[src/dmg_clk_pkg.sv]
package dmg_clk_pkg;

	// Low two bits of the CPU address within 0xFF04 to 0xFF07.
	typedef enum logic [1:0] {
		REG_DIV  = 2'd0,
		REG_TIMA = 2'd1,
		REG_TMA  = 2'd2,
		REG_TAC  = 2'd3
	} reg_addr_e;

	// TAC bits 1 to 0 pick the divider tap that clocks TIMA.
	typedef enum logic [1:0] {
		SEL_1024 = 2'd0, // 4096 Hz.
		SEL_16   = 2'd1, // 262144 Hz.
		SEL_64   = 2'd2, // 65536 Hz.
		SEL_256  = 2'd3  // 16384 Hz.
	} tac_sel_e;

	// Position of clkin within the four-cycle machine cycle.
	typedef enum logic [1:0] {
		PH_T1 = 2'd0,
		PH_T2 = 2'd1,
		PH_T3 = 2'd2,
		PH_T4 = 2'd3
	} phase_e;

	// Width of the free-running system counter.
	localparam int DIV_W = 16;

	// Bit 12 of the counter falls at 512 Hz and steps the frame sequencer.
	localparam int FRAME_TAP = 12;

	// Cycles TIMA reads zero after it wraps, before TMA is loaded.
	localparam int RELOAD_DELAY = 4;

endpackage

[src/phase_reset_gen.sv]
`timescale 1ns/1ps

module phase_reset_gen #(
	parameter int RESET_HOLD = 16
) (
	input  logic                clkin,
	input  logic                rst_n,
	output logic                cpu_rst_n,
	output dmg_clk_pkg::phase_e phase,
	output logic                mcycle
);

	import dmg_clk_pkg::*;

	localparam int HOLD_W = $clog2(RESET_HOLD + 1);

	logic [HOLD_W-1:0] hold_cnt;
	logic              hold_last;

	// The phase counter runs freely once rst_n is high.
	always_ff @(posedge clkin or negedge rst_n) begin
		if (!rst_n) begin
			phase  <= PH_T1;
			mcycle <= 1'b0;
		end else begin
			phase  <= phase_e'(phase + 2'd1);
			mcycle <= (phase == PH_T3); // Set on the same edge that enters PH_T4.
		end
	end

	assign hold_last = (hold_cnt == HOLD_W'(RESET_HOLD - 1));

	// The CPU stays in reset for RESET_HOLD clkin cycles after rst_n rises.
	// The counter stops once the release has happened.
	always_ff @(posedge clkin or negedge rst_n) begin
		if (!rst_n) begin
			hold_cnt  <= '0;
			cpu_rst_n <= 1'b0;
		end else if (!cpu_rst_n) begin
			hold_cnt <= hold_cnt + 1'b1;
			if (hold_last)
				cpu_rst_n <= 1'b1;
		end
	end

endmodule

[src/sys_divider.sv]
`timescale 1ns/1ps

module sys_divider (
	input  logic                          clkin,
	input  logic                          rst_n,
	input  logic                          div_clr,
	output logic [dmg_clk_pkg::DIV_W-1:0] sys_cnt
);

	import dmg_clk_pkg::*;

	logic [DIV_W-1:0] cnt_next;

	// Every timer and frame rate in the block is a tap of this counter.
	// A write to DIV zeroes the whole counter and not only the visible byte.
	assign cnt_next = div_clr ? '0 : sys_cnt + DIV_W'(1);

	always_ff @(posedge clkin or negedge rst_n) begin
		if (!rst_n)
			sys_cnt <= '0;
		else
			sys_cnt <= cnt_next;
	end

endmodule

[src/timer_unit.sv]
`timescale 1ns/1ps

module timer_unit (
	input  logic                          clkin,
	input  logic                          rst_n,
	input  logic [dmg_clk_pkg::DIV_W-1:0] sys_cnt,
	input  logic [7:0]                    reg_wdata,
	input  logic                          tima_we,
	input  logic                          tma_we,
	input  logic                          tac_we,
	output logic [7:0]                    tima,
	output logic [7:0]                    tma,
	output logic [2:0]                    tac,
	output logic                          timer_irq
);

	import dmg_clk_pkg::*;

	localparam int DLY_W = $clog2(RELOAD_DELAY);

	typedef enum logic [1:0] {
		TMR_COUNT,
		TMR_OVF_WAIT,
		TMR_RELOAD
	} tmr_state_e;

	tmr_state_e       state;
	tac_sel_e         sel;
	logic             tap_bit;
	logic             tap_gated;
	logic             tap_d;
	logic             tick;
	logic [DLY_W-1:0] dly_cnt;

	assign sel = tac_sel_e'(tac[1:0]);

	always_comb begin
		case (sel)
			SEL_1024: tap_bit = sys_cnt[9];
			SEL_16:   tap_bit = sys_cnt[3];
			SEL_64:   tap_bit = sys_cnt[5];
			default:  tap_bit = sys_cnt[7];
		endcase
	end

	// The enable is ANDed in before the edge detector, as on the real chip.
	// Dropping the enable while the tap is high therefore counts once.
	assign tap_gated = tap_bit & tac[2];
	assign tick = tap_d & ~tap_gated;

	always_ff @(posedge clkin or negedge rst_n) begin
		if (!rst_n) begin
			tap_d <= 1'b0;
			tma   <= 8'h00;
			tac   <= 3'b000;
		end else begin
			tap_d <= tap_gated;
			if (tma_we)
				tma <= reg_wdata;
			if (tac_we)
				tac <= reg_wdata[2:0];
		end
	end

	always_ff @(posedge clkin or negedge rst_n) begin
		if (!rst_n) begin
			state     <= TMR_COUNT;
			tima      <= 8'h00;
			dly_cnt   <= '0;
			timer_irq <= 1'b0;
		end else begin
			timer_irq <= 1'b0;
			case (state)
				TMR_COUNT: begin
					if (tima_we) begin
						tima <= reg_wdata; // A CPU write beats a tick on the same edge.
					end else if (tick) begin
						tima <= tima + 8'd1;
						if (tima == 8'hFF) begin
							state   <= TMR_OVF_WAIT;
							dly_cnt <= '0;
						end
					end
				end
				TMR_OVF_WAIT: begin
					if (tima_we) begin
						tima  <= reg_wdata;
						state <= TMR_COUNT;
					end else if (dly_cnt == DLY_W'(RELOAD_DELAY - 2)) begin
						state <= TMR_RELOAD;
					end else begin
						dly_cnt <= dly_cnt + 1'b1;
					end
				end
				TMR_RELOAD: begin
					state <= TMR_COUNT;
					if (tima_we) begin
						tima <= reg_wdata; // Cancels the reload and the interrupt.
					end else begin
						tima      <= tma_we ? reg_wdata : tma;
						timer_irq <= 1'b1;
					end
				end
				default: state <= TMR_COUNT;
			endcase
		end
	end

endmodule

[src/apu_frame_clk.sv]
`timescale 1ns/1ps

module apu_frame_clk (
	input  logic                          clkin,
	input  logic                          rst_n,
	input  logic [dmg_clk_pkg::DIV_W-1:0] sys_cnt,
	output logic [2:0]                    frame_step,
	output logic                          clk_256hz,
	output logic                          clk_128hz,
	output logic                          clk_64hz
);

	import dmg_clk_pkg::*;

	logic       tap_d;
	logic       step_en;
	logic [2:0] step_next;

	// The tap falls at 512 Hz, which is the rate of the eight-step sequencer.
	assign step_en   = tap_d & ~sys_cnt[FRAME_TAP];
	assign step_next = frame_step + 3'd1;

	always_ff @(posedge clkin or negedge rst_n) begin
		if (!rst_n) begin
			tap_d      <= 1'b0;
			frame_step <= 3'd0;
			clk_256hz  <= 1'b0;
			clk_128hz  <= 1'b0;
			clk_64hz   <= 1'b0;
		end else begin
			tap_d     <= sys_cnt[FRAME_TAP];
			clk_256hz <= 1'b0;
			clk_128hz <= 1'b0;
			clk_64hz  <= 1'b0;
			if (step_en) begin
				frame_step <= step_next;
				clk_256hz  <= ~step_next[0]; // Length counters.
				clk_128hz  <= (step_next == 3'd2) || (step_next == 3'd6); // Sweep.
				clk_64hz   <= (step_next == 3'd7); // Envelopes.
			end
		end
	end

endmodule

[src/timer_regs_port.sv]
`timescale 1ns/1ps

module timer_regs_port (
	input  logic                          clkin,
	input  logic                          rst_n,
	input  dmg_clk_pkg::reg_addr_e        addr,
	input  logic                          wr,
	input  logic                          rd,
	input  logic [7:0]                    wdata,
	input  logic [dmg_clk_pkg::DIV_W-1:0] sys_cnt,
	input  logic [7:0]                    tima,
	input  logic [7:0]                    tma,
	input  logic [2:0]                    tac,
	output logic                          div_clr,
	output logic                          tima_we,
	output logic                          tma_we,
	output logic                          tac_we,
	output logic [7:0]                    reg_wdata,
	output logic                          [7:0] rdata
);

	import dmg_clk_pkg::*;

	logic [7:0] rd_mux;

	// Writes land on the edge where wr is high, so the strobes stay combinational.
	assign div_clr   = wr && (addr == REG_DIV);
	assign tima_we   = wr && (addr == REG_TIMA);
	assign tma_we    = wr && (addr == REG_TMA);
	assign tac_we    = wr && (addr == REG_TAC);
	assign reg_wdata = wdata;

	always_comb begin
		case (addr)
			REG_DIV:  rd_mux = sys_cnt[DIV_W-1 -: 8]; // DIV is the upper byte of the counter.
			REG_TIMA: rd_mux = tima;
			REG_TMA:  rd_mux = tma;
			default:  rd_mux = {5'b11111, tac}; // Unused TAC bits read high.
		endcase
	end

	// Read data is captured on rd and held until the next read.
	always_ff @(posedge clkin or negedge rst_n) begin
		if (!rst_n)
			rdata <= 8'h00;
		else if (rd)
			rdata <= rd_mux;
	end

endmodule

[src/clocks_reset_top.sv]
`timescale 1ns/1ps

module clocks_reset_top #(
	parameter int RESET_HOLD = 16
) (
	input  logic                   clkin,
	input  logic                   rst_n,
	input  dmg_clk_pkg::reg_addr_e addr,
	input  logic                   wr,
	input  logic                   rd,
	input  logic [7:0]             wdata,
	output logic [7:0]             rdata,
	output logic                   timer_irq,
	output logic                   cpu_rst_n,
	output logic                   mcycle,
	output dmg_clk_pkg::phase_e    phase,
	output logic [2:0]             frame_step,
	output logic                   clk_256hz,
	output logic                   clk_128hz,
	output logic                   clk_64hz
);

	import dmg_clk_pkg::*;

	logic             div_clr;
	logic             tima_we;
	logic             tma_we;
	logic             tac_we;
	logic [7:0]       reg_wdata;
	logic [DIV_W-1:0] sys_cnt;
	logic [7:0]       tima;
	logic [7:0]       tma;
	logic [2:0]       tac;

	phase_reset_gen #(
		.RESET_HOLD (RESET_HOLD)
	) u_phase_reset_gen (
		.clkin     (clkin),
		.rst_n     (rst_n),
		.cpu_rst_n (cpu_rst_n),
		.phase     (phase),
		.mcycle    (mcycle)
	);

	timer_regs_port u_timer_regs_port (
		.clkin     (clkin),
		.rst_n     (rst_n),
		.addr      (addr),
		.wr        (wr),
		.rd        (rd),
		.wdata     (wdata),
		.sys_cnt   (sys_cnt),
		.tima      (tima),
		.tma       (tma),
		.tac       (tac),
		.div_clr   (div_clr),
		.tima_we   (tima_we),
		.tma_we    (tma_we),
		.tac_we    (tac_we),
		.reg_wdata (reg_wdata),
		.rdata     (rdata)
	);

	sys_divider u_sys_divider (
		.clkin   (clkin),
		.rst_n   (rst_n),
		.div_clr (div_clr),
		.sys_cnt (sys_cnt)
	);

	timer_unit u_timer_unit (
		.clkin     (clkin),
		.rst_n     (rst_n),
		.sys_cnt   (sys_cnt),
		.reg_wdata (reg_wdata),
		.tima_we   (tima_we),
		.tma_we    (tma_we),
		.tac_we    (tac_we),
		.tima      (tima),
		.tma       (tma),
		.tac       (tac),
		.timer_irq (timer_irq)
	);

	apu_frame_clk u_apu_frame_clk (
		.clkin      (clkin),
		.rst_n      (rst_n),
		.sys_cnt    (sys_cnt),
		.frame_step (frame_step),
		.clk_256hz  (clk_256hz),
		.clk_128hz  (clk_128hz),
		.clk_64hz   (clk_64hz)
	);

endmodule

[config.mk]
export PLATFORM = sky130hd
export DESIGN_NAME = clocks_reset_top
export DESIGN_NICKNAME = d
export VERILOG_FILES = /design/src/dmg_clk_pkg.sv /design/src/phase_reset_gen.sv /design/src/sys_divider.sv /design/src/timer_unit.sv /design/src/apu_frame_clk.sv /design/src/timer_regs_port.sv /design/src/clocks_reset_top.sv
export SDC_FILE = /design/constraint.sdc
export NUM_CORES = 1
export LEC_CHECK = 0
export BUFFER_PORTS_ARGS = -buffer_cell sky130_fd_sc_hd__buf_2
export CAP_MARGIN = 20
export CORE_ASPECT_RATIO = 0.7
export CORE_MARGIN = 2
export CORE_UTILIZATION = 53
export DETAILED_ROUTE_END_ITERATION = 10
export MAX_ROUTING_LAYER = met4
export PLACE_DENSITY_LB_ADDON = 0.08
export SLEW_MARGIN = 20
export SYNTH_ARGS = -nofsm -noshare
export SYNTH_HDL_FRONTEND = slang
export SYNTH_SLANG_ARGS = --single-unit
[constraint.sdc]
create_clock -name clkin -period 1.9 [get_ports clkin]
set_input_delay 0.57 -clock clkin [delete_from_list [all_inputs] [get_ports clkin]]
set_output_delay 0.57 -clock clkin [all_outputs]
set_load 0.1 [all_outputs]
==> out/results.txt, run 1 <==
Routability cong. -> 0.848
Vias in the first global route -> 2610
Top-count cell post-synth -> dfrtp_1
Final Setup Violations -> 0
Port-buffer cells -> 32
Final Critical Period -> 1880 ps
Clock sink count -> 65
Fin util -> 67.0%
DP Cell Count -> 453
Crit. End Element -> register
Finished Cell Area -> 0.00416 mm^2
Post-route DRC -> 0
Max-cap viol count -> 0
FF+latch count, synth -> 65
Nets -> 415
Synthesized area per cell -> 10.6 um^2
# H-tree levels -> 3
GRT Util Overall -> 25.2%
Synth cell count leaders -> dfrtp_1 (65), mux2_2 (23), nand2_1 (23), a21oi_1 (20), nor2_1 (20)
Final non-filler cell total -> 471
Worst r2r path cells -> 5
Yosys warns -> 0
Yosys cell types -> 47
First-pass GRT wire length -> 13200 um
Clock root cell -> clkbuf_8
CTS tree -> done
Iteration-0 DRC Markers -> 220
Largest net degree at the start of global routing -> 31
Ys flop type -> dfrtp_1
Die width -> 99.9 um
Post-route ant nets -> 0
Worst Tran Pin Value -> 516 ps
Clk_lat worst skew -> 350 ps
Worst hold-check path type -> in -> async
Reg-to-Reg Start -> u_timer_unit.tac[1]
Critical path startpoint category -> register
CTS Buf Count -> 9
DP HPWL -> 5850 um
Status -> completed
Layout cells sized above 1 -> 31.6%
# hold bufs at CTS -> 0
Area Overhead vs Synth -> 22.1%
Fill cells -> 499
R2R setup slack -> 20 ps
Area of the die -> 0.00710 mm^2
Leakage -> 0.00194 uW
Critical path arrival -> 2110 ps
Share of the synthesized area in the top cell type -> 47.7%
Synthesized Nets -> 348
Worst clock skew -> 14.5 ps
Synth Cell Area -> 0.00341 mm^2
Final Hold Vio Count -> 0
EDFF count, synth -> 0
Ranking of synthesized cells by area -> dfrtp_1 (48%), mux2_2 (7.6%), ha_1 (4.8%)
Starting Density -> 54.9%
Type of the worst setup path -> reg -> reg
RSZ-0062 raised after global routing -> true
IO Count -> 33
Placed cell areas -> 0.00392 mm^2
Final cycle utilization of the critical path -> 99.1%
Fmax -> 531 MHz
Multi-input gate area -> 0.00169 mm^2
WHS -> 202 ps
Site Rows -> 24
Slew HR -> 65.6%
Remaining Overflow, GRT -> 0
Req. time, crit path -> 2120 ps
Core area -> 0.00622 mm^2
Drt pass-1 iters -> 5
Cell taking the most area after synthesis -> dfrtp_1
Crit-path max FO -> 2
Final Max Slew Viols -> 0
Peak VDD IR -> 0.853 mV
Via Count -> 2723
Die Y-Extent -> 71.1 um
Post-synthesis sequential area ratio -> 47.7%
Initial antenna violation count -> 0
Final wirelength -> 7800 um
Cells after synthesis -> 321
Clock slew at reported path FFs -> 70 ps
Antenna cells -> 0
Per-cell routed wire length -> 16.6 um
Reg2reg end -> u_timer_unit.dly_cnt[1]
Vias/cell -> 5.78
Reg area -> 0.00163 mm^2
PD cells -> 1430 mW/mm^2
Clock tree buffer depth -> 2
Share of flip-flops with an asynchronous set or reset -> 100%
==> what timing repair did <==
| item | 4_1_cts | 5_1_grt |
|---|---|---|
| endpoints found under the setup margin | 2 | 10 |
| endpoints found under the hold margin | 0 | 0 |
| pin swaps | 1 | 1 |
| gates resized for setup | 1 | 7 |
| setup buffers | 1 | 1 |
==> stage by stage <==
step / setup WS (ps) / setup TNS (ps) / total power (uW)
after floorplan: 1.77 / 0 / 3880
after global placement: 33.5 / 0 / 4610
after detailed placement: -3.79 / -4.47 / 4680
after CTS: 3.05 / 0 / 5880
after global routing: -60.3 / -243 / 6320
final: 17.2 / 0 / 5950
==> critical path: stages, from the launching register on <==
cell and delay (ps):
dfrtp_1 370, mux4_2 560, a21boi_4 200, a31oi_4 120, nor3_4 200, mux2_1 330
==> logic make-up after synthesis <==
logic type | after synthesis | share of synthesized area [%]
AOI/OAI and AO/OA | 72 | 14.1
xor gates and xnor gates | 20 | 5.14
adders and majority gates | 13 | 4.77
buffers and inverters | 32 | 3.81
DFF | 65 | 47.7
muxes | 30 | 11.2
and+or+nand+nor | 89 | 13.4
==> layout by cell type (no fill, tap or decap), types with 2 or more instances in the layout <==
cell type    n
nand2_1     23
clkinv_2     2
o21ai_0     17
buf_12       3
nand2b_1     3
nor3_1       2
and3_1       2
nand3b_1     2
a31o_2       2
o22ai_1      4
nand4_1      5
or3_1        3
clkinvlp_4   2
xor2_1      10
nor2_1      19
inv_1       19
ha_1        13
nand4b_1     2
a21oi_1     20
buf_2       32
o221ai_1    12
clkbuf_8    10
o22a_1       4
mux4_2       4
buf_4       33
or2_2        2
nand3_1     12
and2_1       4
mux2_2      23
xnor2_1     10
o211ai_1     2
a31oi_1      2
dfrtp_1     65
nor2b_1      4
==> routing by layer <==
layer / global-route usage, % / up-vias / part of all wire, %
met5: - / - / 0
met4: 7.31 / 0 / 1.2
met3: 5.83 / 9 / 7.4
met2: 35.1 / 108 / 42
met1: 37.1 / 1313 / 50
li1: - / 1293 / -
==> final cells by class <==
class	count	area share, %
Tap cell	78	2.34
Clock inverter	5	1.32
Clock buffer	11	3.40
Multi-Input combinational cell	224	40.7
Inverter	19	1.71
Sequential cell	65	39.1
Timing Repair Buffer	69	11.5
==> sequential cells by signal, indices dropped and copies added (netlist names), 2 cells and up <==
name	cells
u_timer_unit.tima	8
u_timer_unit.state	2
u_phase_reset_gen.hold_cnt	5
u_sys_divider.sys_cnt	16
u_timer_unit.dly_cnt	2
u_timer_unit.tma	8
u_timer_regs_port.rdata	8
u_apu_frame_clk.frame_step	3
u_phase_reset_gen.phase	2
u_timer_unit.tac	3
==> how the worst max path moves through the flow <==
| stage | startpoint | end | slack, ps | depth (start not counted) |
|---|---|---|---|---|
| 2_1_floorplan | wr | u_timer_unit.tima[7] | 2 | 6 |
| 3_3_place_gp | u_timer_unit.tac[1] | u_timer_unit.dly_cnt[1] | 30 | 5 |
| 3_5_place_dp | u_timer_unit.tac[1] | u_timer_unit.dly_cnt[1] | -4 | 5 |
| 4_1_cts | u_timer_unit.tac[1] | u_timer_unit.dly_cnt[1] | 3 | 5 |
| 5_1_grt | u_timer_unit.tac[1] | u_timer_unit.dly_cnt[0] | -60 | 6 |
| 6_report | u_timer_unit.tac[1] | u_timer_unit.dly_cnt[1] | 20 | 5 |
==> where the power goes <==
group / switching [uW] / leakage, uW / internal, uW / total, uW
registers: 277 / 0.000820 / 1690 / 1960
clock network: 523 / 0.0000953 / 637 / 1160
logic: 1710 / 0.00103 / 1120 / 2820
total: 2510 / 0.00194 / 3440 / 5950
Power figures use the tool's default switching activity.
==> inputs of run 2 (changes only) <==
Settings changed: CORE_UTILIZATION 53 to 45.
==> run 2 against run 1 <==
Final area grew 0.45%. Count of clock-buffer cells in the layout did not move. Sequential cell count is the same. Critical endpoint unchanged.
==> out/results.txt, run 2 (synthesis gave the netlist of run 1 again) <==
Iteration-0 DRC Markers -> 159 (was 220)
Vias/cell -> 5.47 (was 5.78)
R2R setup slack -> 9 ps (was 20 ps)
Final Hold Vio Count -> 0 (unchanged)
Worst hold-check path type -> in -> async (unchanged)
Die Y-Extent -> 76.8 um (was 71.1 um)
Port-buffer cells -> 32 (unchanged)
Largest net degree at the start of global routing -> 66 (was 31)
Crit. End Element -> register (unchanged)
Placed cell areas -> 0.00392 mm^2 (about the same)
Die width -> 108 um (was 99.9 um)
Area of the die -> 0.00830 mm^2 (was 0.00710 mm^2)
Fin util -> 57.1% (was 67.0%)
DP Cell Count -> 472 (was 453)
Final Setup Violations -> 0 (unchanged)
PD cells -> 1430 mW/mm^2 (about the same)
Reg2reg end -> u_timer_unit.dly_cnt[1] (unchanged)
Area Overhead vs Synth -> 22.6% (was 22.1%)
# H-tree levels -> 3 (unchanged)
DP HPWL -> 5690 um (was 5850 um)
Critical path arrival -> 2130 ps (was 2110 ps)
Post-route DRC -> 0 (unchanged)
First-pass GRT wire length -> 13400 um (was 13200 um)
Worst Tran Pin Value -> 490 ps (was 516 ps)
Vias in the first global route -> 2589 (was 2610)
WP buf/inv -> 0 (unchanged)
Peak VDD IR -> 0.874 mV (was 0.853 mV)
GRT Util Overall -> 21.9% (was 25.2%)
Final Max Slew Viols -> 0 (unchanged)
Remaining Overflow, GRT -> 0 (unchanged)
Clock slew at reported path FFs -> 70 ps (about the same)
Final worst slack -> 9.44 ps (was 17.2 ps)
Post-route ant nets -> 0 (unchanged)
CTS tree -> done (unchanged)
Crit-path cells -> mux4_2, a21boi_4, a31oi_4, nor3_4, mux2_4 (was mux4_2, a21boi_4, a31oi_4, nor3_4, mux2_1)
Commonest cells after routing, fill and taps aside -> dfrtp_1 (65), buf_4 (36), buf_2 (31) (was dfrtp_1 (65), buf_4 (33), buf_2 (32))
Max reg flops -> 16 (unchanged)
Crit-path max FO -> 2 (unchanged)
Clock root cell -> clkbuf_8 (unchanged)
Clock tree buffer depth -> 2 (unchanged)
Via Count -> 2689 (was 2723)
Clk_lat worst skew -> 350 ps (about the same)
Slowest stage cell, crit path -> mux4_2 (unchanged)
Site Rows -> 26 (was 24)
CP max stage delay -> 550 ps (was 560 ps)
Layout cells sized above 1 -> 31.2% (was 31.6%)
RSZ-0062 raised after global routing -> true (unchanged)
Slew HR -> 67.6% (was 65.6%)
Status -> completed (unchanged)
Clock sink count -> 65 (unchanged)
Final cycle utilization of the critical path -> 99.5% (was 99.1%)
Core area -> 0.00732 mm^2 (was 0.00622 mm^2)
WHS -> 221 ps (was 202 ps)
Nets -> 416 (was 415)
Drt pass-1 iters -> 4 (was 5)
Routability cong. -> 0.828 (was 0.848)
Worst r2r path cells -> 5 (unchanged)
Antenna cells -> 0 (unchanged)
Final Critical Period -> 1890 ps (was 1880 ps)
Setup WS pre-CTS -> -42.5 ps (was -3.79 ps)
Reg-to-Reg Start -> u_timer_unit.tac[1] (unchanged)
Final non-filler cell total -> 492 (was 471)
Worst clock skew -> 4.68 ps (was 14.5 ps)
Req. time, crit path -> 2140 ps (was 2120 ps)
Final wirelength -> 7980 um (was 7800 um)
Starting Density -> 46.6% (was 54.9%)
Leakage -> 0.00194 uW (about the same)
Finished Cell Area -> 0.00418 mm^2 (was 0.00416 mm^2)
IO Count -> 33 (unchanged)
Commonest non-fill, non-tap cell in the layout -> dfrtp_1 (unchanged)
CTS Buf Count -> 9 (unchanged)
Per-cell routed wire length -> 16.2 um (was 16.6 um)
Max-cap viol count -> 0 (unchanged)
Type of the worst setup path -> reg -> reg (unchanged)
Initial antenna violation count -> 0 (unchanged)
Critical path startpoint category -> register (unchanged)
Reg with most FFs -> u_sys_divider.sys_cnt (unchanged)
Fmax -> 529 MHz (was 531 MHz)
Family with the most delay on the worst path -> multiplexers (unchanged)
[run 2: cell types whose count changed in the layout (fill, tap and decap cells not counted), sizes merged]
cell and delta:
buf +1
[run 2: per-stage QoR]
stage	TNS (ps)	total power, uW
after floorplan	0	3880
after global placement	0	4640
after detailed placement	-42.5	4660
after CTS	-0.717	5920
after global routing	-293	6370
final	0	5970
[run 2: final cells by class]
cell class / instances / area [um^2]
fillers: 658 / 3140
clock buffers: 11 / 141
repair buffers: 70 / 477
flip-flops and latches: 65 / 1630
multi-input cells: 224 / 1690
inverters: 19 / 71.3
well taps: 98 / 123
clock inverters: 5 / 55.1
[run 2: worst max path at each step]
stage                   startpoint  slack (ps)                 endpoint  cells past startpoint
6_report       u_timer_unit.tac[1]           9  u_timer_unit.dly_cnt[1]                      5
5_1_grt        u_timer_unit.tac[1]         -80  u_timer_unit.dly_cnt[1]                      5
4_1_cts        u_timer_unit.tac[1]        -0.7  u_timer_unit.dly_cnt[1]                      5
3_5_place_dp   u_timer_unit.tac[1]         -40  u_timer_unit.dly_cnt[1]                      5
3_3_place_gp   u_timer_unit.tac[1]          20  u_timer_unit.dly_cnt[1]                      5
2_1_floorplan                   wr           2     u_timer_unit.tima[7]                      6
[run 2: power by group]
part,leakage [uW],switching [uW],internal (uW)
registers,0.000820,267,1690
logic,0.00103,1700,1150
clock network,0.0000953,534,636
total,0.00194,2500,3470
[run 2: layer usage]
| layer | global-route usage [%] | share of wire [%] | vias to the layer above |
|---|---|---|---|
| li1 | - | - | 1291 |
| met1 | 33.0 | 50 | 1312 |
| met2 | 27.9 | 42 | 76 |
| met3 | 6.80 | 6.7 | 10 |
| met4 | 6.41 | 1.3 | 0 |
| met5 | - | 0 | - |
[run 2: what timing repair did]
action | CTS | global route
hold buffers | 0 | 0
pin swaps | 2 | 0
resized for setup | 4 | 3
setup endpoints to repair | 2 | 10
setup buffers | 1 | 3
==> inputs of run 3 (changes only) <==
Settings changed: CELL_PAD_IN_SITES_DETAIL_PLACEMENT set to 1, CELL_PAD_IN_SITES_GLOBAL_PLACEMENT set to 2, CORE_UTILIZATION 45 to 35.
==> run 3 against run 2 <==
Final area rose by 6.3%. Worst hold slack worse by 3.8 ps. Clock power increased by 56%. Worst setup slack gained 14 ps.
==> out/results.txt, run 3 (synthesis gave the netlist of run 1 again) <==
CP max stage delay -> 550 ps (about the same)
Slowest stage cell, crit path -> mux4_2 (unchanged)
Drt pass-1 iters -> 4 (unchanged)
Fmax -> 533 MHz (was 529 MHz)
Clock slew at reported path FFs -> 60 ps (was 70 ps)
Final Hold Vio Count -> 0 (unchanged)
Busiest grt layer -> met1 (unchanged)
RSZ-0062 raised after global routing -> true (unchanged)
GRT met2 Usage -> 27.3% (was 27.9%)
Final wirelength -> 9360 um (was 7980 um)
Clock tree buffer depth -> 2 (unchanged)
Clk_lat worst skew -> 330 ps (was 350 ps)
Area of the die -> 0.0106 mm^2 (was 0.00830 mm^2)
Worst clock skew -> 5.70 ps (was 4.68 ps)
Critical path startpoint category -> register (unchanged)
Area Overhead vs Synth -> 30.4% (was 22.6%)
Nets -> 425 (was 416)
Final Max Slew Viols -> 0 (unchanged)
Slew HR -> 67.5% (was 67.6%)
Final cycle utilization of the critical path -> 98.7% (was 99.5%)
First-pass GRT wire length -> 15200 um (was 13400 um)
PD cells -> 1510 mW/mm^2 (was 1430 mW/mm^2)
Post-route ant nets -> 0 (unchanged)
CTS tree -> done (unchanged)
Family with the most delay on the worst path -> multiplexers (unchanged)
Site Rows -> 30 (was 26)
Clock root cell -> clkbuf_16 (was clkbuf_8)
Peak VDD IR -> 1.16 mV (was 0.874 mV)
Starting Density -> 35.6% (was 46.6%)
Critical path arrival -> 2090 ps (was 2130 ps)
Die width -> 122 um (was 108 um)
Iteration-0 DRC Markers -> 112 (was 159)
Initial antenna violation count -> 0 (unchanged)
GRT met3 Usage -> 4.93% (was 6.80%)
Req. time, crit path -> 2120 ps (was 2140 ps)
Die Y-Extent -> 86.6 um (was 76.8 um)
# H-tree levels -> 3 (unchanged)
Max reg flops -> 16 (unchanged)
Commonest cells after routing, fill and taps aside -> dfrtp_1 (65), buf_4 (42), buf_2 (32) (was dfrtp_1 (65), buf_4 (36), buf_2 (31))
Core area -> 0.00957 mm^2 (was 0.00732 mm^2)
DP HPWL -> 6790 um (was 5690 um)
Routability cong. -> 0.785 (was 0.828)
CTS Buf Count -> 9 (unchanged)
Largest net degree at the start of global routing -> 66 (unchanged)
Layout cells sized above 1 -> 33.5% (was 31.2%)
Max-cap viol count -> 0 (unchanged)
Vias in the first global route -> 2794 (was 2589)
Commonest non-fill, non-tap cell in the layout -> dfrtp_1 (unchanged)
Final Critical Period -> 1880 ps (was 1890 ps)
Port-buffer cells -> 32 (unchanged)
Worst hold-check path type -> in -> async (unchanged)
Crit-path max FO -> 7 (was 2)
IO Count -> 33 (unchanged)
Remaining Overflow, GRT -> 0 (unchanged)
Fin util -> 46.5% (was 57.1%)
Crit. End Element -> register (unchanged)
WP buf/inv -> 1 (was 0)
Worst Tran Pin Value -> 491 ps (was 490 ps)
Type of the worst setup path -> reg -> reg (unchanged)
Clock sink count -> 65 (unchanged)
Met1 GRT Util -> 29.3% (was 33.0%)
Per-cell routed wire length -> 17.6 um (was 16.2 um)
Via Count -> 2686 (was 2689)
Status -> completed (unchanged)
GRT Util Overall -> 19.9% (was 21.9%)
Antenna cells -> 0 (unchanged)
Leakage -> 0.00206 uW (was 0.00194 uW)
# hold bufs at CTS -> 0 (unchanged)
WHS -> 217 ps (was 221 ps)
Reg with most FFs -> u_sys_divider.sys_cnt (unchanged)
Vias/cell -> 5.06 (was 5.47)
Post-route DRC -> 0 (unchanged)
Final Setup Violations -> 0 (unchanged)
Crit-path cells -> mux4_2, a21boi_4, buf_4, o31a_4, mux2_2 (was mux4_2, a21boi_4, a31oi_4, nor3_4, mux2_4)
-- run 3: area by class of cell --
type | instances | area [um^2]
inverters | 19 | 71.3
flip-flops and latches | 65 | 1630
repair buffers | 79 | 567
well taps | 128 | 160
multi-input cells | 224 | 1690
clock buffers | 9 | 225
fillers | 1087 | 5120
clock inverters | 7 | 104
-- run 3: timing repair --
action	CTS	global route
buffers inserted	1	1
resized for setup	3	5
pin swaps	3	3
setup endpoints to repair	1	10
-- run 3: final timing paths --
kind                            depth (start not counted)                        from                             to  slack [ps]
worst min register to register                          1  u_phase_reset_gen.phase[0]     u_phase_reset_gen.phase[0]         440
min in group clkin                                      1  u_phase_reset_gen.phase[0]     u_phase_reset_gen.phase[0]         440
worst min-delay path                                    2                       rst_n       u_sys_divider.sys_cnt[4]         220
max in group asynchronous                               2                       rst_n  u_phase_reset_gen.hold_cnt[1]        1330
worst max-delay path                                    5         u_timer_unit.tac[1]           u_timer_unit.tima[2]          20
worst max register to register                          5         u_timer_unit.tac[1]           u_timer_unit.tima[2]          20
-- run 3: per-layer routing --
| metal | vias up | wire length [um] |
|---|---|---|
| met2 | 44 | 3780 |
| met5 | - | 0 |
| met1 | 1325 | 5150 |
| met3 | 7 | 352 |
| met4 | 0 | 72 |
| li1 | 1310 | - |
-- run 3: power by group --
| group | leakage, uW | switching [uW] | internal, uW |
|---|---|---|---|
| Clock | 0.000160 | 670 | 1160 |
| Combinational | 0.00108 | 1760 | 1130 |
| Sequential | 0.000820 | 293 | 1690 |
| Total | 0.00206 | 2720 | 3980 |
-- run 3: stage by stage --
stage | total power [uW] | setup TNS, ps | cell area, um^2 | cells | worst slack (ps)
detailed placement | 4760 | -93.5 | 4070 | 513 | -29.5
global route | 7120 | -343 | 4450 | 531 | -54.6
global placement | 4730 | 0 | 4070 | 513 | 12.2
CTS | 6690 | -6.33 | 4420 | 530 | -6.33
finish | 6700 | 0 | 4450 | 531 | 23.8
floorplan | 3880 | 0 | 3420 | 321 | 1.77
